==> config.mk <==
export PLATFORM = sky130hd
export DESIGN_NAME = tcb_rsp_delay
export DESIGN_NICKNAME = d
export VERILOG_FILES = /design/src/source/tcb_pkg.sv /design/src/source/tcb_rsp_delay.sv
export VERILOG_INCLUDE_DIRS = /design/src /design/src/source
export SDC_FILE = /design/constraint.sdc
export NUM_CORES = 1
export LEC_CHECK = 0
export ABC_CLOCK_PERIOD_IN_PS = 800
export BUFFER_PORTS_ARGS = -buffer_cell sky130_fd_sc_hd__buf_2
export CAP_MARGIN = 5
export CORE_MARGIN = 1.5
export CORE_UTILIZATION = 35
export CTS_CLUSTER_DIAMETER = 40
export DETAILED_ROUTE_END_ITERATION = 8
export PLACE_DENSITY_LB_ADDON = 0.08
export SLEW_MARGIN = 10
export SYNTH_ARGS = -nofsm -noshare
export SYNTH_HDL_FRONTEND = slang
export SYNTH_SLANG_ARGS = --single-unit
==> constraint.sdc <==
create_clock -name tcb -period 0.8 [get_ports tcb]
set_input_delay 0.04 -clock tcb [delete_from_list [all_inputs] [get_ports tcb]]
set_output_delay 0.04 -clock tcb [all_outputs]
set_load 0.05 [all_outputs]
==> src/source/tcb_defines.svh <==
`ifndef TCB_DEFINES_SVH
`define TCB_DEFINES_SVH

//////////////////////////////
// bus geometry
//////////////////////////////

// byte address width
`define TCB_ADR_W 32

// data width and its byte count
`define TCB_DAT_W 32
`define TCB_BEN (`TCB_DAT_W/8)

//////////////////////////////
// memory geometry
//////////////////////////////

// memory size in bytes, power of two
`define TCB_MEM_SIZ 1024

// word index width into the byte banks
`define TCB_WAD_W ($clog2(`TCB_MEM_SIZ) - $clog2(`TCB_BEN))

// read data latency in cycles, 0 means combinational
`define TCB_DLY 1

`endif

==> src/source/tcb_pkg.sv <==
`include "tcb_defines.svh"

package tcb_pkg;

  //////////////////////////////
  // transfer size encoding
  //////////////////////////////

  // how a request names its bytes
  typedef enum logic {
    TCB_LOG_SIZE,  // 2**siz bytes from adr onward
    TCB_BYTE_ENA   // lanes picked by ben
  } tcb_mode_e;

  //////////////////////////////
  // bus payloads
  //////////////////////////////

  // request from the manager
  typedef struct packed {
    logic                  wen;  // write enable
    logic [`TCB_ADR_W-1:0] adr;  // byte address
    logic [1:0]            siz;  // log2 of transfer size
    logic [`TCB_BEN-1:0]   ben;  // byte enables
    logic [`TCB_DAT_W-1:0] wdt;  // write data
  } tcb_req_t;

  // response to the manager
  typedef struct packed {
    logic [`TCB_DAT_W-1:0] rdt;  // read data
    logic                  sts;  // status, always clear
  } tcb_rsp_t;

  //////////////////////////////
  // decoder to array
  //////////////////////////////

  // one port's access, already in memory lane order
  typedef struct packed {
    logic [`TCB_WAD_W-1:0] wadr;  // word index
    logic [`TCB_BEN-1:0]   ben;   // lane enables
    logic                  wen;   // write this cycle
    logic [`TCB_DAT_W-1:0] dat;   // write data per lane
  } tcb_lane_t;

endpackage: tcb_pkg

==> src/source/tcb_rsp_delay.sv <==
`timescale 1ns/1ps

module tcb_rsp_delay #(
  // number of register stages
  parameter int unsigned DLY = 1
)(
  input  logic              tcb,
  input  logic              rst_n,
  input  tcb_pkg::tcb_rsp_t din,
  output tcb_pkg::tcb_rsp_t dout
);

  import tcb_pkg::*;

  if (DLY == 0) begin: comb

    // no latency, response follows the request
    assign dout = din;

  end: comb
  else begin: pipe

    // stage 0 is closest to the input
    tcb_rsp_t stg [DLY];

    // free running shift, no stall
    always_ff @(posedge tcb or negedge rst_n) begin
      if (!rst_n) begin
        for (int unsigned d = 0; d < DLY; d++) begin
          stg[d] <= '0;
        end
      end else begin
        stg[0] <= din;
        for (int unsigned d = 1; d < DLY; d++) begin
          stg[d] <= stg[d-1];
        end
      end
    end

    assign dout = stg[DLY-1];

  end: pipe

endmodule: tcb_rsp_delay

* Word-level counts from Yosys, hierarchy flattened
Index checks and enable logic that the tools add are counted.
Word-level totals: bits in registers 33, input bits 35, logic and storage cells 2, output and inout bits 33

* Longest topological paths before layout
Gate-level depths: netlist of run 1.
depth after elaboration 0, gate-level depth with buffers 0, gate-level depth less buffers 0

* Least setup slack after synthesis of run 1
Ideal clock, no wire load.
path kind reg2out, start register pipe.stg, in the netlist dout[0], end output port dout[0] in the netlist's numbering, path buffers 0, stages on the path, launching flop included 1, arrival time 586 ps, setup slack 174 ps, required time 760 ps, cell sequence dfrtp_1
RTL lines:
- start, declared | RTL line tcb_rsp_delay.sv:24 | tcb_rsp_t stg [DLY];
- start signal, assigned by index | RTL line tcb_rsp_delay.sv:35 | stg[d] <= stg[d-1];
- end, declared | RTL line tcb_rsp_delay.sv:10 | output tcb_pkg::tcb_rsp_t dout
No word-level cell between the ends.

* Worst setup path after layout of run 1
start register pipe.stg, in the netlist dout[4], end output port dout[4] in the netlist's numbering
No word-level cell between the ends.

==> metrics, run 1 <==
comb_multi_in=0; Ports=68; Port-buffer cells=67; WL final=just under 2000 um; area leader, netlist=dfrtp_1; Seq pwr share=0.534; post-CTS setup repair buffer count=0; CTS H-tree depth=2; synthesis-to-finish area growth=119%; switch share=0.273; Net Count, Synth=68; Via density=roughly 4.1; Max IR drop VDD=1.40 mV; TritonCTS clock tree=yes; Synth cell types=1; endpoints failing setup=33; first-pass GRT wire length=slightly above 3000 um; initial antenna violation count=0; crit path launch type=register; min cycle time layout=903 ps; DR pass1 iterations=4; max reg flops=33; Placed Area=1220 sq um; core area=approximately 2200 sq um; critical path class=register to primary output; Synth Instances=33; Clk pin slew, worst setup/hold paths=90 ps; Antenna diodes=0; data required time of the worst path=760 ps; Worst path top cell family by delay=flip-flops; setup ws final=-103 ps; period utilization=1.13; Sequential Area=826 sq um; Hold Crit Class=primary input to async pin; Final Cell Area=about 1800 sq um; multi-input combinational cell area=0 sq um; FILL cells=131; gpl congestion=0.622; main area contributors after synthesis=dfrtp_1; vias in the first global route=745; routed len/inst=11.5 um; failing checks=negative setup slack; nets@finish=177; number of max-cap violations=0; CP Max Fanout=1; clock sink total=33; kind of end point of the critical path=primary output; syn_area_per_cell=25.0 sq um; Max Freq=1110 MHz; hpwl dp=1130 um; CTS root buffer=clkbuf_4; yosys warns=0; power density over cell area=1850 nW/um^2; Comb pwr share=0.225; worst hold margin=between 200 and 250 ps; Int Pwr=2.44 mW; layout cells sized above 1=0.510; Total GRT Usage=0.171; RSZ-0062 raised after global routing=yes; crit path DAT=approximately 860 ps; crit path buf inv count=1; #FFs+latches synth=33; sequential fraction of the synthesis area=1.00; Least-Margin Pin Slew=173 ps; DR iter-0 viols=2; final hold vios=0; Max transition margin=0.885; Overall Power=3.36 mW; leakage power=0.896 nW; Worst path depth=1; status=finished, violations left; Clock Power Share=0.241; crit-path cells=buf_6; Worst path slowest cell=dfrtp_1; CTS Buf Count=5; Die ar.=roughly 2700 sq um; initial core utilization=0.373; NetSw=~0.92 mW; die height=slightly above 50 um; antenna viol nets, final=0; width of the die=between 50 and 60 um; Layout Cells excl Fill=~170; max incr delay on CP=around 400 ps; routed vias=around 690; Max Slew Vio Count=0; placed cell count=~130; synthesized area=826 sq um; largest net degree at the start of global routing=34; grt total ovfl=0; DRC Markers=0; share of the synthesized area in the top cell type=1.00; # rows=17; Clock Tree Buf Depth=2
-- routing by layer --
metal | wire (um) | track usage | share of wire | vias to the layer above
li1 | - | - | - | 318
met1 | 595 | 0.157 | 0.30 | 336
met2 | 1220 | 0.321 | 0.62 | 36
met3 | 138 | 0.0718 | 0.070 | 3
met4 | 15 | 0.0789 | 0.0076 | 0
met5 | 0 | 0 | 0 | -
-- through the flow --
stage / setup slack (ps) / setup TNS (ps) / utilization
floorplan: 174 / 0 / -
global placement: 196 / 0 / 0.550
detailed placement: 191 / 0 / 0.550
CTS: -111 / -3210 / 0.819
global route: -150 / -4190 / 0.819
finish: -103 / -2650 / 0.819
-- cell usage after synthesis, drive strengths merged --
library cell and count:
dfrtp 33
-- worst max path at each step --
| stage | startpoint | end | slack [ps] |
|---|---|---|---|
| after detailed placement | dout[15] | dout[15] | 190 |
| after floorplan | dout[0] | dout[0] | 170 |
| after global routing | dout[4] | dout[4] | -150 |
| final | dout[4] | dout[4] | -100 |
| after CTS | dout[15] | dout[15] | -110 |
| after global placement | dout[24] | dout[24] | 200 |
-- cell usage in the layout, fill, tap and decap left out --
master | synthesis | layout
buf_12 | 0 | 1
buf_2 | 0 | 34
buf_6 | 0 | 33
clkbuf_1 | 0 | 3
clkbuf_4 | 0 | 5
dfrtp_1 | 33 | 33
dlygate4sd3_1 | 0 | 34
-- logic make-up after synthesis --
kind of cell / share of synthesized area
DFF: 1.00
-- layout make-up --
| type | count | area share |
|---|---|---|
| Timing Repair Buffer | 102 | 0.498 |
| Sequential cell | 33 | 0.456 |
| Clock buffer | 8 | 0.0269 |
| Tap cell | 28 | 0.0193 |
-- power groups by stage --
stage / clock, mW / sequential [mW] / combinational [mW]
detailed placement: 0 / 1.80 / 0.524
floorplan: 0 / 2.12 / 0
finish: 0.810 / 1.79 / 0.755
global placement: 0 / 1.80 / 0.519
global route: 0.934 / 1.80 / 0.790
CTS: 0.857 / 1.79 / 0.757
-- repair_timing --
item | in CTS | in global routing
resized for setup | 66 | 0
endpoints found under the setup margin | 33 | 33
gates cloned | 0 | 0
hold buffers | 34 | 0
endpoints found under the hold margin | 66 | 0
No activity file was read; power rests on OpenSTA's default activity.
==> run 2: changes to the inputs <==
- ABC_CLOCK_PERIOD_IN_PS: 800 -> 900
- clock period: 0.8 -> 0.9 ns (I/O delays scaled with it)
==> run 2 against run 1 <==
  * The flow still finishes with violations (negative setup slack)
  * Critical path type unchanged
  * Highest routed layer unchanged
  * Combinational power shrank 10%
  * Count of clock-buffer cells in the layout decreased by 1
  * Final cell count shrank 0.58%
==> metrics, run 2 (synthesis results as in run 1) <==
clock sink total=33; initial antenna violation count=0; CTS H-tree depth=2; # rows=17; WL final=2190 um; status=finished, violations left; gpl congestion=0.625; Total GRT Usage=0.199; DR pass1 iterations=1; most frequent cells in the layout=dlygate4sd3_1, buf_2, dfrtp_1, buf_6, clkbuf_4; antenna viol nets, final=0; max incr delay on CP=about 400 ps; synthesis-to-finish area growth=120%; power density over cell area=1680 nW/um^2; crit-path cells=buf_6; Die ar.=2660 sq um; final hold vios=0; Max transition margin=0.778; max reg flops=33; Via density=4.08; period utilization=1.02; Max Freq=1090 MHz; grt total ovfl=0; Worst path top cell family by delay=flip-flops; CP Max Fanout=1; Worst path slowest cell=dfrtp_1; DRC Markers=0; comb_multi_in=0; crit path buf inv count=1; number of max-cap violations=0; layout cells sized above 1=0.521; setup ws final=-13.7 ps; TritonCTS clock tree=yes; Ports=68; CTS Buf Count=5; setup TNS=-16.1 ps; Max IR drop VDD=between 1.5 and 2 mV; critical path class=register to primary output; failing checks=negative setup slack; Max Slew Vio Count=0; Least-Margin Pin Slew=roughly 330 ps; Port-buffer cells=67; DR iter-0 viols=0; Placed Area=1220 sq um; first-pass GRT wire length=about 3500 um; Final Cell Area=1820 sq um; Sequential Area=826 sq um; vias in the first global route=765; kind of end point of the critical path=primary output; routed vias=693; RSZ-0062 raised after global routing=yes; post-CTS setup repair buffer count=0; CTS root buffer=clkbuf_4; multi-input combinational cell area=0 sq um; data required time of the worst path=850 ps; die height=approximately 52 um; nets@finish=177; FILL cells=130; crit path DAT=870 ps; Clk pin slew, worst setup/hold paths=90 ps; endpoints failing setup=3; crit path launch type=register; Antenna diodes=0; width of the die=51.6 um; min cycle time layout=914 ps; initial core utilization=0.373; Clock Tree Buf Depth=2; core area=2210 sq um; Setup crit start=dout[30]; leakage power=0.901 nW; Hold Crit Class=primary input to async pin; routed len/inst=between 10 and 15 um; largest net degree at the start of global routing=21
## run 2: changes by cell type in the layout (fill, tap and decap cells not counted), sizes merged
cell | before | now
clkbuf | 8 | 7
## run 2: per-stage QoR
| stage | worst slack [ps] | hold slack, ps | power (mW) | utilization | instances |
|---|---|---|---|---|---|
| final | -13.7 | 162 | 3.06 | 0.822 | 170 |
| after global routing | -55.2 | 181 | 3.20 | 0.822 | 170 |
| after CTS | -31.3 | 146 | 3.09 | 0.822 | 170 |
| after detailed placement | 283 | -30.8 | 2.07 | 0.550 | 129 |
| after global placement | 293 | -40.2 | 2.06 | 0.550 | 129 |
| after floorplan | 269 | -251 | 1.88 | - | 33 |
## run 2: final timing paths
| kind | end | cells past startpoint | slack, ps |
|---|---|---|---|
| hold / removal | dout[25] | 2 | 160 |
| setup / recovery | dout[30] | 1 | -10 |
| max in group asynchronous | dout[28] | 3 | 330 |
| min in group tcb | dout[15] | 2 | 360 |
## run 2: what timing repair did
action,CTS,global route
resized for setup,66,0
hold buffers,34,0
endpoints found under the setup margin,33,33
endpoints found under the hold margin,66,0
## run 2: layer usage
layer,vias up,global-route usage,wire length (um)
li1,319,-,-
met1,332,0.171,669
met2,37,0.380,1330
met3,5,0.0891,163
met4,0,0.0921,33
met5,-,0,0
## run 2: layout make-up
class                 count  area share
Sequential cell          33       0.454
Tap cell                 28      0.0193
Clock buffer              7      0.0303
Timing Repair Buffer    102       0.496
## run 2: power breakdown
group | internal, mW | switching (mW) | total (mW)
clock network | 0.368 | 0.420 | 0.788
registers | 1.56 | 0.0342 | 1.59
logic | 0.300 | 0.376 | 0.676
==> run 3: changes to the inputs <==
- PLACE_DENSITY: unset -> 0.74
- PLACE_DENSITY_LB_ADDON: 0.08 -> unset
- SLEW_MARGIN: 10 -> unset
==> run 3 against run 2 <==
  * The run still ends with negative setup slack left
  * Cell area shrank 0.28%
  * Maximum frequency down 2.8%
  * Clock power increased by 3.2%
  * Count of clock-buffer cells in the layout unchanged
  * Global-route usage up 1.4 points
  * Hold slack better by 45 ps
  * Non-clock buffer count grew 1
  * Critical path depth stayed put
  * Total power rose by 0.95%
  * Via count is 1.3% higher
  * Sequential share of layout area increased by 0.13 points
  * Die area unchanged
  * Critical path type unchanged
  * Critical endpoint is now dout[13]
  * Largest cell class unchanged
  * Highest routed layer unchanged
==> metrics, run 3 (synthesis results as in run 1) <==
status=finished, violations left; failing checks=negative setup slack; Worst path slowest cell=dfrtp_1; WL final=2400 um; comb_multi_in=0; power density over cell area=~1700 nW/um^2; Worst path top cell family by delay=flip-flops; FILL cells=~130; critical path class=register to primary output; leakage power=0.901 nW; synthesis-to-finish area growth=120%; DR pass1 iterations=3; max reg flops=33; min cycle time layout=940 ps; CTS root buffer=clkbuf_4; multi-input combinational cell area=0 sq um; kind of end point of the critical path=primary output; grt total ovfl=0; setup ws final=-39.7 ps; # rows=17; largest net degree at the start of global routing=18; CTS H-tree depth=2; die height=between 50 and 60 um; RSZ-0062 raised after global routing=yes; Ports=68; DR iter-0 viols=6; most frequent cells in the layout=dlygate4sd3_1, buf_2, dfrtp_1, buf_6, clkbuf_4; routed len/inst=14.1 um; initial core utilization=0.373; CP Max Fanout=1; Total GRT Usage=0.213; crit path DAT=about 890 ps; endpoints failing setup=20; layout cells sized above 1=0.524; Max IR drop VDD=~1.4 mV; number of max-cap violations=0; Antenna diodes=0; crit path launch type=register; core area=2210 sq um; CTS Buf Count=5; Clock Tree Buf Depth=2; first-pass GRT wire length=between 3000 and 4000 um; Setup WS pre-CTS=277 ps; DRC Markers=0; crit-path cells=buf_6; Max transition margin=0.858; vias in the first global route=781; Least-Margin Pin Slew=214 ps; Via density=approximately 4.1; Hold Crit Class=primary input to async pin; Overall Power=3.08 mW; Port-buffer cells=67; initial antenna violation count=0; Max Slew Vio Count=0; worst hold margin=207 ps; routed vias=702; width of the die=51.6 um; antenna viol nets, final=0; clock sink total=33; hpwl dp=around 1200 um; period utilization=1.04; Max Freq=between 1000 and 1500 MHz; gpl congestion=0.585; Clk pin slew, worst setup/hold paths=100 ps; max incr delay on CP=roughly 410 ps; nets@finish=between 150 and 200; final hold vios=0; crit path buf inv count=1; data required time of the worst path=850 ps; Die ar.=roughly 2700 sq um; TritonCTS clock tree=yes
[run 3: where the power goes]
| group | internal (mW) | switching (mW) |
|---|---|---|
| clock | 0.369 | 0.444 |
| sequential | 1.56 | 0.0389 |
| combinational | 0.297 | 0.378 |
| total | 2.22 | 0.861 |
[run 3: worst max-delay path by stage]
| stage | to | slack [ps] | depth (start not counted) | start |
|---|---|---|---|---|
| global placement | dout[3] | 300 | 1 | dout[3] |
| global route | dout[13] | -80 | 1 | dout[13] |
| detailed placement | dout[32] | 280 | 1 | dout[32] |
| floorplan | dout[0] | 270 | 0 | dout[0] |
| CTS | dout[32] | -20 | 1 | dout[32] |
| finish | dout[13] | -40 | 1 | dout[13] |
[run 3: final cells by class]
type	count	area (sq um)	area share
well taps	28	35.0	0.0193
clock buffers	7	55.1	0.0304
flip-flops and latches	33	826	0.455
repair buffers	103	897	0.495
[run 3: stage by stage]
step / utilization / cell area, sq um / TNS, ps / std cells
after floorplan: - / 826 / 0 / 33
after detailed placement: 0.548 / 1210 / 0 / 130
final: 0.820 / 1810 / -237 / 171
after CTS: 0.820 / 1810 / -175 / 171
after global placement: 0.548 / 1210 / 0 / 130
after global routing: 0.820 / 1810 / -1570 / 171
[run 3: what timing repair did]
| action | in CTS | in global routing |
|---|---|---|
| buffers inserted | 0 | 0 |
| hold endpoints to repair | 66 | 0 |
| hold buffers | 34 | 0 |
| gates resized for setup | 66 | 0 |
| setup endpoints to repair | 33 | 33 |
[run 3: metal layers]
metal	global-route usage	wire length (um)
met1	0.220	845
met2	0.348	1310
met3	0.106	194
met4	0.123	56
met5	0	0
