### config.mk
export PLATFORM = sky130hd
export DESIGN_NAME = tcb_mem_port
export DESIGN_NICKNAME = d
export VERILOG_FILES = /design/src/source/tcb_pkg.sv /design/src/source/tcb_mem_port.sv
export VERILOG_INCLUDE_DIRS = /design/src /design/src/source
export SDC_FILE = /design/constraint.sdc
export NUM_CORES = 1
export LEC_CHECK = 0
export ABC_AREA = 1
export BUFFER_PORTS_ARGS = -buffer_cell sky130_fd_sc_hd__buf_2
export CORE_AREA = 2 2 71 73
export DETAILED_ROUTE_END_ITERATION = 8
export DIE_AREA = 0 0 73 75
export PLACE_DENSITY_LB_ADDON = 0.08
export RECOVER_POWER = 25
export SETUP_SLACK_MARGIN = 0.15
export SYNTH_ARGS = -nofsm -noshare
export SYNTH_HDL_FRONTEND = slang
export SYNTH_SLANG_ARGS = --single-unit
### constraint.sdc
create_clock -name vclk -period 0.8
set_input_delay 0.04 -clock vclk [all_inputs]
set_output_delay 0.04 -clock vclk [all_outputs]
set_load 0.02 [all_outputs]
### src/source/tcb_defines.svh
`ifndef TCB_DEFINES_SVH
`define TCB_DEFINES_SVH

//////////////////////////////
// bus geometry
//////////////////////////////

// byte address width
`define TCB_ADR_W 32

// data width and its byte count
`define TCB_DAT_W 32
`define TCB_BEN (`TCB_DAT_W/8)

//////////////////////////////
// memory geometry
//////////////////////////////

// memory size in bytes, power of two
`define TCB_MEM_SIZ 1024

// word index width into the byte banks
`define TCB_WAD_W ($clog2(`TCB_MEM_SIZ) - $clog2(`TCB_BEN))

// read data latency in cycles, 0 means combinational
`define TCB_DLY 1

`endif

### src/source/tcb_pkg.sv
`include "tcb_defines.svh"

package tcb_pkg;

  //////////////////////////////
  // transfer size encoding
  //////////////////////////////

  // how a request names its bytes
  typedef enum logic {
    TCB_LOG_SIZE,  // 2**siz bytes from adr onward
    TCB_BYTE_ENA   // lanes picked by ben
  } tcb_mode_e;

  //////////////////////////////
  // bus payloads
  //////////////////////////////

  // request from the manager
  typedef struct packed {
    logic                  wen;  // write enable
    logic [`TCB_ADR_W-1:0] adr;  // byte address
    logic [1:0]            siz;  // log2 of transfer size
    logic [`TCB_BEN-1:0]   ben;  // byte enables
    logic [`TCB_DAT_W-1:0] wdt;  // write data
  } tcb_req_t;

  // response to the manager
  typedef struct packed {
    logic [`TCB_DAT_W-1:0] rdt;  // read data
    logic                  sts;  // status, always clear
  } tcb_rsp_t;

  //////////////////////////////
  // decoder to array
  //////////////////////////////

  // one port's access, already in memory lane order
  typedef struct packed {
    logic [`TCB_WAD_W-1:0] wadr;  // word index
    logic [`TCB_BEN-1:0]   ben;   // lane enables
    logic                  wen;   // write this cycle
    logic [`TCB_DAT_W-1:0] dat;   // write data per lane
  } tcb_lane_t;

endpackage: tcb_pkg

### src/source/tcb_mem_port.sv
`timescale 1ns/1ps

`include "tcb_defines.svh"

module tcb_mem_port #(
  // transfer size mode of this port
  parameter tcb_pkg::tcb_mode_e MOD = tcb_pkg::TCB_BYTE_ENA
)(
  // bus side
  input  logic                  trn,
  input  tcb_pkg::tcb_req_t     req,
  // array side
  output tcb_pkg::tcb_lane_t    lane,
  input  logic [`TCB_DAT_W-1:0] rdat,
  // undelayed response
  output tcb_pkg::tcb_rsp_t     raw
);

  import tcb_pkg::*;

  //////////////////////////////
  // local signals
  //////////////////////////////

  localparam int unsigned BEN = `TCB_BEN;
  localparam int unsigned OFW = $clog2(BEN);

  // byte offset inside the word
  logic [OFW-1:0] off;

  // lanes touched, bus order
  logic [BEN-1:0] acc;
  // lanes touched, memory order
  logic [BEN-1:0] ena;

  // byte views of the data paths
  logic [BEN-1:0][7:0] wbus;
  logic [BEN-1:0][7:0] wmem;
  logic [BEN-1:0][7:0] rmem;
  logic [BEN-1:0][7:0] rbus;

  // read transfer this cycle
  logic rd;

  assign off  = req.adr[OFW-1:0];
  assign wbus = req.wdt;
  assign rmem = rdat;
  assign rd   = trn & ~req.wen;

  //////////////////////////////
  // lane decode
  //////////////////////////////

  always_comb begin
    acc = '0;
    ena = '0;
    if (MOD == TCB_BYTE_ENA) begin
      // enables already sit on memory lanes
      acc = req.ben;
      ena = req.ben;
    end else begin
      // low 2**siz bus lanes
      for (int unsigned b = 0; b < BEN; b++) begin
        acc[b] = (b < (32'd1 << req.siz));
      end
      // bus byte b lands on memory lane off+b
      // word crossing is not supported, so wrap within the word
      for (int unsigned b = 0; b < BEN; b++) begin
        ena[(off + b) % BEN] = acc[b];
      end
    end
  end

  //////////////////////////////
  // data rotation
  //////////////////////////////

  // write data into memory lanes
  always_comb begin
    wmem = wbus;
    if (MOD == TCB_LOG_SIZE) begin
      for (int unsigned b = 0; b < BEN; b++) begin
        wmem[(off + b) % BEN] = wbus[b];
      end
    end
  end

  // read data back to bus lanes
  // untouched lanes read as zero
  always_comb begin
    rbus = '0;
    for (int unsigned b = 0; b < BEN; b++) begin
      if (acc[b]) begin
        if (MOD == TCB_LOG_SIZE) begin
          rbus[b] = rmem[(off + b) % BEN];
        end else begin
          rbus[b] = rmem[b];
        end
      end
    end
  end

  //////////////////////////////
  // outputs
  //////////////////////////////

  // word index wraps at memory size
  assign lane.wadr = req.adr[OFW +: `TCB_WAD_W];
  assign lane.ben  = trn ? ena : '0;
  assign lane.wen  = trn & req.wen;
  assign lane.dat  = wmem;

  // writes and idle cycles return zero
  assign raw.rdt = rd ? rbus : '0;
  assign raw.sts = 1'b0;

endmodule: tcb_mem_port

Word level (Yosys, flattened, before mapping)
Cells that the tools add are included.
{"block": "op_classes", "n_bitwise": 3, "n_mux": 6}
{"operator": "32-bit 2-to-1 mux", "n": 1}
{"operator": "8-bit 2-to-1 mux", "n": 4}
{"operator": "4-bit 2-to-1 mux", "n": 1}
{"operator": "1-bit bitwise AND", "n": 2}
{"operator": "1-bit NOT", "n": 1}
{"block": "word_totals", "output_inout_bits": 78, "inputBits": 104, "register_bits": 0}

Logic depth before layout (Yosys ltp)
Gate-level depths: netlist (run 1).
{"block": "logic_depth", "word_depth": 3, "depth_mapped": 4, "depth_no_buf": 3}

Least setup slack after synthesis (run 1)
Ideal clock, no wire load.
{"block": "synth_path", "path_type": "input to output", "startpoint": "input port req[33] in the netlist's numbering", "endpoint": "output port raw[16] in the netlist's numbering", "arrival_ns": 0.646, "path_stages": 3, "path_slack_ns": 0.114, "path_cell_list": "clkbuf_1 -> nand2_1 -> nor2_1"}
{"element": "start, declared", "line": "tcb_mem_port.sv:11", "text": "input tcb_pkg::tcb_req_t req,"}
{"element": "end, declared", "line": "tcb_mem_port.sv:16", "text": "output tcb_pkg::tcb_rsp_t raw"}

==> run summary, run 1 <==
Status: complete, no violations
Worst Path Max Fanout: 6
Placer Congestion: 0.679
Cell area after placement: 815 sq um
Design Power: 0.527 mW
Core Util, Final: 25.0%
Hold_ws: 0.0800 ns
# setup viols final: 0
Hold path startpoint: req[1]
DRC: 0
Max VDD drop: 0.180 mV
Antenna violations before repair: 0
Synth warn: 0
GRT overflow: 0
Mapped Area: 656 sq um
Hold Path Class: in -> out
Syn Nets: 229
Hold Buf Count CTS: 0
Buf/Inv on CP: 4
Vias in the first global route: 726
CP endpoint kind: primary output
Final Cycle Share: 86.4%
Post-synth cell types: 10
Average wire per standard cell: 10.5 um
CLK BUF: 0
CP top delay family: buffers and inverters
Syn Area/Cell: 5.25 sq um
# fillers: 510
Area growth syn-to-layout: 77.9%
Row count: 25
Antenna-violating nets left: 0
1st-pass router iterations: 3
Io pins: 182
Die Ht: 75 um
Count of pins over their slew limit: 0
Dpl ws: 0.0186 ns
Final Instance Count excl. Fillers: 211
Cells after Synth: 125
CP startpoint kind: input pin
Die width: 73 um
Share of layout cells above drive strength 1: 72.0%
Worst EP required: 0.76 ns
Final Hold Vio Count: 0
Final Instance Area: 1170 sq um
Die area: 5480 sq um
Sequential share of the synthesized area: 0%
Post-route setup TNS: 0 ns
Diode count: 0
Crit-path cells: buf_8 > inv_6 > nand2_8 > clkbuf_16 > nor2_4 > buf_6
RSZ-0062 raised after global routing: true
Final WS setup: 0.109 ns
Final Critical Period: 0.691 ns
Port Buffers: 75
Vias: 804
Total GRT Usage: 6.43%
Setup bufs post-CTS: 0
Largest net degree at the start of global routing: 13
Total wire length: 2220 um
Max-capacitance violation count: 0
Seq. cell area: 0 sq um
Initial drt markers: 6
Global-route wire length before repair: 3040 um
Crit-path max cell delay: 0.18 ns
Crit path kind: in -> out
Pwr/cell area: 452 nW/um^2
Leak: 0.594 nW
Final HPWL DP: 1780 um
CP max stage cell: clkbuf_16
Final nets: 263
Placed cells: 209
Initial core utilization: 14.1%
Core area: 4660 sq um
Num sequential: 0
Vias per cell: 3.81
Worst endpoint data arrival time: 0.65 ns
CP Launch Point: req[70]
Max Fclk: 1450 MHz
-- power by group --
group,internal [mW],switching (mW)
Clock,0,0
Sequential,0,0
Combinational,0.246,0.282
-- cell usage in the layout, fill, tap and decap left out --
master,n
buf_2,41
nand2_1,37
buf_6,22
nor2_2,18
nor2_4,13
buf_4,12
inv_1,5
buf_8,2
inv_6,1
nand2_8,1
nor2_1,1
conb_1,1
buf_16,1
clkbuf_16,1
buf_12,1
-- cell usage after synthesis, drive strengths merged --
library cell  count  area (sq um)
buf              46           352
clkbuf            2          7.51
conb              1          3.75
inv               6          22.5
nand2            38           145
nor2             32           125
-- metal layers --
layer	wire length (um)	track usage, %
met1	676	6.71
met2	1190	11.5
met3	318	2.81
met4	31	2.26
met5	0	0
-- final timing paths --
path                  slack, ns  depth (start not counted)       to
worst max-delay path       0.11                          6  raw[25]
worst min-delay path       0.08                          0  lane[1]
-- repair_timing --
| action | 4_1_cts | 5_1_grt |
|---|---|---|
| setup endpoints to repair | 32 | 32 |
| pin swaps | 1 | 1 |
| gates resized for setup | 38 | 53 |
| hold endpoints to repair | 0 | 0 |
| gates cloned | 1 | 1 |
-- layout make-up --
type	instances	area [sq um]	area share [%]
timing repair buffer	80	646	55.4
multi-input combinational	71	425	36.5
inverter	6	27.5	2.36
tap	54	67.6	5.79
-- kinds of logic (layout without fill, tap and decap cells) --
kind of cell	count (synthesis)	in the layout	synth area share, %
buffers and inverters	54	86	58.2
other	1	1	0.572
and+or+nand+nor	70	70	41.2
No activity file was read; power rests on OpenSTA's default activity.
==> run 2, diff against run 1 <==
--- a/config.mk
+++ b/config.mk
@@ -7,12 +7,11 @@
 export NUM_CORES = 1
 export LEC_CHECK = 0
 export ABC_AREA = 1
-export BUFFER_PORTS_ARGS = -buffer_cell sky130_fd_sc_hd__buf_2
-export CORE_AREA = 2 2 71 73
+export CORE_AREA = 2 2 70 72
 export DETAILED_ROUTE_END_ITERATION = 8
-export DIE_AREA = 0 0 73 75
+export DIE_AREA = 0 0 72 74
+export DONT_BUFFER_PORTS = 1
 export PLACE_DENSITY_LB_ADDON = 0.08
-export RECOVER_POWER = 25
 export SETUP_SLACK_MARGIN = 0.15
 export SYNTH_ARGS = -nofsm -noshare
 export SYNTH_HDL_FRONTEND = slang
==> run 2 against run 1 <==
Effect of this change:
- wire length is 18% lower
- final cell count is 22% lower
- maximum frequency is 12% higher
- power is 48% lower
- core utilization is 10 points lower
- sequential cell count stayed put
==> run summary, run 2 (same netlist as run 1, synthesis figures left out) <==
Sw Share: 62.9% (+9.5 points)
Post-route setup TNS: 0 ns (unchanged)
Final nets: 216 (-18%)
Leak: 0.356 nW (-40%)
Clock share of power: 0% (unchanged)
Initial core utilization: 14.3% (+0.19 points)
1st-pass router iterations: 4 (+1)
WL met3: 290 um (-8.8%)
RSZ-0062 raised after global routing: true
Sw Pwr: 0.172 mW (-39%)
Die width: 72 um (-1.4%)
Metal2 WL: 897 um (-25%)
Largest net degree at the start of global routing: 33 (+20)
Max Used Layer: met4
Hold_ws: 0.0800 ns (+0.00000320 ns)
Status: complete, no violations
Antenna-violating nets left: 0 (unchanged)
Hold Path Stages: 0 (unchanged)
Hold Path Class: in -> out
GRT overflow: 0 (unchanged)
Max VDD drop: 0.0967 mV (-46%)
Final Critical Period: 0.615 ns (-0.0757 ns)
# fillers: 526 (+3.1%)
Initial drt markers: 7 (+1)
Diode count: 0 (unchanged)
Met1 Routed Length: 576 um (-15%)
CLK BUF: 0 (unchanged)
CP endpoint kind: primary output
Logic gate share of total power: 100.0% (about the same)
Final WS setup: 0.185 ns (+0.0757 ns)
Port Buffers: 0 (-100%)
Setup bufs post-CTS: 0 (unchanged)
# setup viols final: 0 (unchanged)
Die Ht: 74 um (-1.3%)
Dpl ws: 0.175 ns (+0.157 ns)
Placer Congestion: 0.615 (-9.5%)
Max-capacitance violation count: 0 (unchanged)
Most frequent cells in the layout: 37 x nand2_1, 32 x buf_4, 21 x nor2_2, 11 x nor2_1, 6 x inv_1
Final Hold Vio Count: 0 (unchanged)
Share of layout cells above drive strength 1: 50.0% (-22 points)
Final Cycle Share: 76.9% (-9.5 points)
Worst EP required: 0.76 ns (about the same)
DRC: 0 (unchanged)
Area growth syn-to-layout: 2.48%
Worst Path Max Fanout: 32 (+26)
Max Fclk: 1620 MHz (+12%)
Die area: 5330 sq um (-2.7%)
Num sequential: 0 (unchanged)
Core area: 4600 sq um (-1.3%)
Total wire length: 1820 um (-18%)
Vias: 603 (-25%)
Pwr/cell area: 407 nW/um^2 (-10%)
Count of pins over their slew limit: 0 (unchanged)
Antenna violations before repair: 0 (unchanged)
Io pins: 182 (unchanged)
Vias per cell: 3.68 (-3.5%)
Hold path endpoint: lane[10]
Row count: 25 (unchanged)
CP startpoint kind: input pin
Crit path kind: in -> out
Total GRT Usage: 4.88% (-1.6 points)
Seq. cell area: 0 sq um (unchanged)
Most common library cell in the layout ignoring fill and taps: nand2_1
Int Power: 0.101 mW (-59%)
Vias in the first global route: 439 (-40%)
Worst endpoint data arrival time: 0.58 ns (-0.07 ns)
Hold path startpoint: req[10]
Sequential power share: 0% (unchanged)
Global-route wire length before repair: 2150 um (-29%)
Final HPWL DP: 1550 um (-13%)
Average wire per standard cell: 11.1 um (+5.7%)
## run 2: worst max-delay path, stage by stage
cell and delay [ns]:
inv_1 0.04, nand2_2 0.06, buf_12 0.17, nor2_1 0.11, buf_4 0.15
## run 2: per-layer routing
metal | GRT usage (%) | vias up
met4 | 2.52 | 0
met1 | 4.70 | 245
met5 | 0 | -
met3 | 2.03 | 16
met2 | 8.95 | 52
li1 | - | 290
## run 2: worst max-delay path by stage
| stage | from | to | slack (ns) |
|---|---|---|---|
| finish | req[70] | raw[31] | 0.18 |
| global route | req[70] | raw[7] | 0.15 |
| CTS | req[70] | raw[31] | 0.18 |
| detailed placement | req[70] | raw[31] | 0.18 |
| global placement | req[70] | raw[8] | 0.19 |
| floorplan | req[70] | raw[2] | 0.16 |
## run 2: repair_timing
| action | in CTS | in global routing |
|---|---|---|
| hold buffers | 0 | 0 |
| setup endpoints to repair | 0 | 3 |
| gates resized for setup | 0 | 3 |
## run 2: through the flow
stage               utilization (%)  cell area [sq um]  power [mW]  std cells
floorplan                         -                696       0.516        125
global route                   14.6                672       0.296        164
CTS                            14.4                664       0.274        164
detailed placement             14.4                664       0.274        164
finish                         14.6                672       0.273        164
global placement               14.4                664       0.275        164
## run 2: power groups by stage
stage	clock [mW]	sequential [mW]	combinational, mW
final	0	0	0.273
after detailed placement	0	0	0.274
after global routing	0	0	0.296
after global placement	0	0	0.275
after floorplan	0	0	0.516
after CTS	0	0	0.274
## run 2: final cells by class
type | count | area, sq um | share of cell area, %
timing repair buffer | 33 | 260 | 38.7
inverter | 6 | 22.5 | 3.35
tap | 54 | 67.6 | 10.1
multi-input combinational | 71 | 322 | 47.9
==> run 3, diff against run 2 <==
--- a/config.mk
+++ b/config.mk
@@ -6,10 +6,10 @@
 export SDC_FILE = /design/constraint.sdc
 export NUM_CORES = 1
 export LEC_CHECK = 0
-export ABC_AREA = 1
-export CORE_AREA = 2 2 70 72
+export ABC_AREA = 0
+export CORE_AREA = 2 2 71 73
 export DETAILED_ROUTE_END_ITERATION = 8
-export DIE_AREA = 0 0 72 74
+export DIE_AREA = 0 0 73 75
 export DONT_BUFFER_PORTS = 1
 export PLACE_DENSITY_LB_ADDON = 0.08
 export SETUP_SLACK_MARGIN = 0.15
==> run 3 against run 2 <==
Effect of this change:
- highest routed layer unchanged
- via count is 24% lower
- critical path depth is 4 lower
- global-route usage is 0.19 points higher
- critical path type unchanged
- first-iteration DRC count is 57% higher
- largest power group unchanged
==> run summary, run 3 <==
Initial core utilization: 15.4% (+1.1 points)
Setup bufs post-CTS: 0 (unchanged)
Final nets: 144 (-33%)
Final Cycle Share: 59.5% (-17 points)
Worst EP required: 0.76 ns (about the same)
CTS resizes: 0 (unchanged)
Crit-path cells: and4b_1
Synth warn: 0 (unchanged)
Final Hold Vio Count: 0 (unchanged)
CP top delay family: simple AND/OR/NAND/NOR gates
Placer Congestion: 0.541 (-12%)
Die area: 5480 sq um (+2.8%)
Seq. cell area: 0 sq um (unchanged)
CP max stage cell: and4b_1
Global-route wire length before repair: 2080 um (-3.5%)
Multi-input combinational cell area: 364 sq um (+13%)
Row count: 25 (unchanged)
Initial drt markers: 11 (+4)
RSZ-0062 raised after global routing: false
Share of layout cells above drive strength 1: 18.4% (-32 points)
Leak: 0.204 nW (-43%)
DRC: 0 (unchanged)
Antenna violations before repair: 0 (unchanged)
Hold Path Class: in -> out
Area growth syn-to-layout: -39.8%
Diode count: 0 (unchanged)
Post-synth cell types: 7 (-3)
Core area: 4660 sq um (+1.4%)
Core Util, Final: 9.26% (-5.4 points)
CP endpoint kind: primary output
Most common cell in the netlist: buf_4
Mapped Area: 717 sq um (+9.4%)
Share of the synthesized area in the top cell type: 42.9% (-4.0 points)
Vias per cell: 4.96 (+35%)
Hold Buf Count CTS: 0 (unchanged)
Die Ht: 75 um (+1.4%)
GRT overflow: 0 (unchanged)
Num sequential: 0 (unchanged)
Count of pins over their slew limit: 0 (unchanged)
Max-capacitance violation count: 0 (unchanged)
Status: complete, no violations
Total wire length: 1800 um (-1.4%)
Pwr/cell area: 341 nW/um^2 (-16%)
Hold_ws: 0.0800 ns (-0.00000320 ns)
Cells after Synth: 85 (-32%)
1st-pass router iterations: 2 (-2)
Max Fclk: 2100 MHz (+29%)
CP startpoint kind: input pin
Crit-path max cell delay: 0.39 ns (+0.22 ns)
CLK BUF: 0 (unchanged)
Worst Path Max Fanout: 33 (+3.1%)
# fillers: 531 (+0.95%)
Synth cell count leaders: 41 x buf_4, 25 x and4b_1, 7 x and4b_2
Sequential share of the synthesized area: 0% (unchanged)
Largest area contributor in the synthesized netlist: buf_4
Crit path kind: in -> out
Largest net degree at the start of global routing: 38 (+15%)
Io pins: 182 (unchanged)
Post-route setup TNS: 0 ns (unchanged)
Most common library cell in the layout ignoring fill and taps: and4b_1
Final Critical Period: 0.476 ns (-0.140 ns)
Area contributors post-synth: buf_4 43%, and4b_1 35%, and4b_2 11%, buf_6 4.7%, and2_1 4.4%
Antenna-violating nets left: 0 (unchanged)
Vias: 456 (-24%)
Average wire per standard cell: 19.5 um (+76%)
# setup viols final: 0 (unchanged)
Port Buffers: 0 (unchanged)
Worst endpoint data arrival time: 0.44 ns (-0.14 ns)
Design Power: 0.147 mW (-46%)
Vias in the first global route: 333 (-24%)
Total GRT Usage: 5.07% (+0.19 points)
Most frequent cells in the layout: 25 x and4b_1, 7 x and4b_2, 5 x and2_1, 1 x conb_1
Max VDD drop: 0.0574 mV (-41%)
Die width: 73 um (+1.4%)
Buf/Inv on CP: 0 (-3)
Syn Area/Cell: 8.43 sq um (+61%)
Syn Nets: 189 (-17%)
## run 3: cell count changes in the layout (fill, tap and decap cells not counted), sizes merged
| cell | before | now |
|---|---|---|
| buf | 33 | 0 |
| nor2 | 32 | 0 |
| nand2 | 38 | 0 |
| and4b | 0 | 32 |
| and2 | 0 | 5 |
| inv | 6 | 0 |
## run 3: cell type report
cell class / instances / area share, %
Tap cell: 54 / 15.7
Multi-Input combinational cell: 38 / 84.3
## run 3: layer usage
metal	vias to the layer above	GRT usage (%)	wire (um)
met5	-	0	0
li1	177	-	-
met4	0	2.67	55
met3	16	0.669	211
met1	201	5.84	638
met2	62	9.11	892
## run 3: where the power goes
group          total (mW)  switching (mW)  internal, mW
Clock                   0               0             0
Sequential              0               0             0
Combinational       0.147          0.0967        0.0504
## run 3: kinds of logic after synthesis
| group | after synthesis | synth area share, % |
|---|---|---|
| buffers and inverters | 47 | 49.2 |
| and+or+nand+nor | 37 | 50.3 |
| other | 1 | 0.523 |
## run 3: stage by stage
| step | cells | instance area [sq um] | setup slack, ns |
|---|---|---|---|
| 5_1_grt | 92 | 432 | 0.315 |
| 2_1_floorplan | 85 | 717 | 0.215 |
| 3_3_place_gp | 92 | 432 | 0.324 |
| 4_1_cts | 92 | 432 | 0.323 |
| 6_report | 92 | 432 | 0.324 |
| 3_5_place_dp | 92 | 432 | 0.323 |
## run 3: path summary, 6_finish.rpt
path	startpoint	end	slack [ns]	cells after the start
max	req[70]	raw[16]	0.32	1
min	req[23]	lane[23]	0.08	0
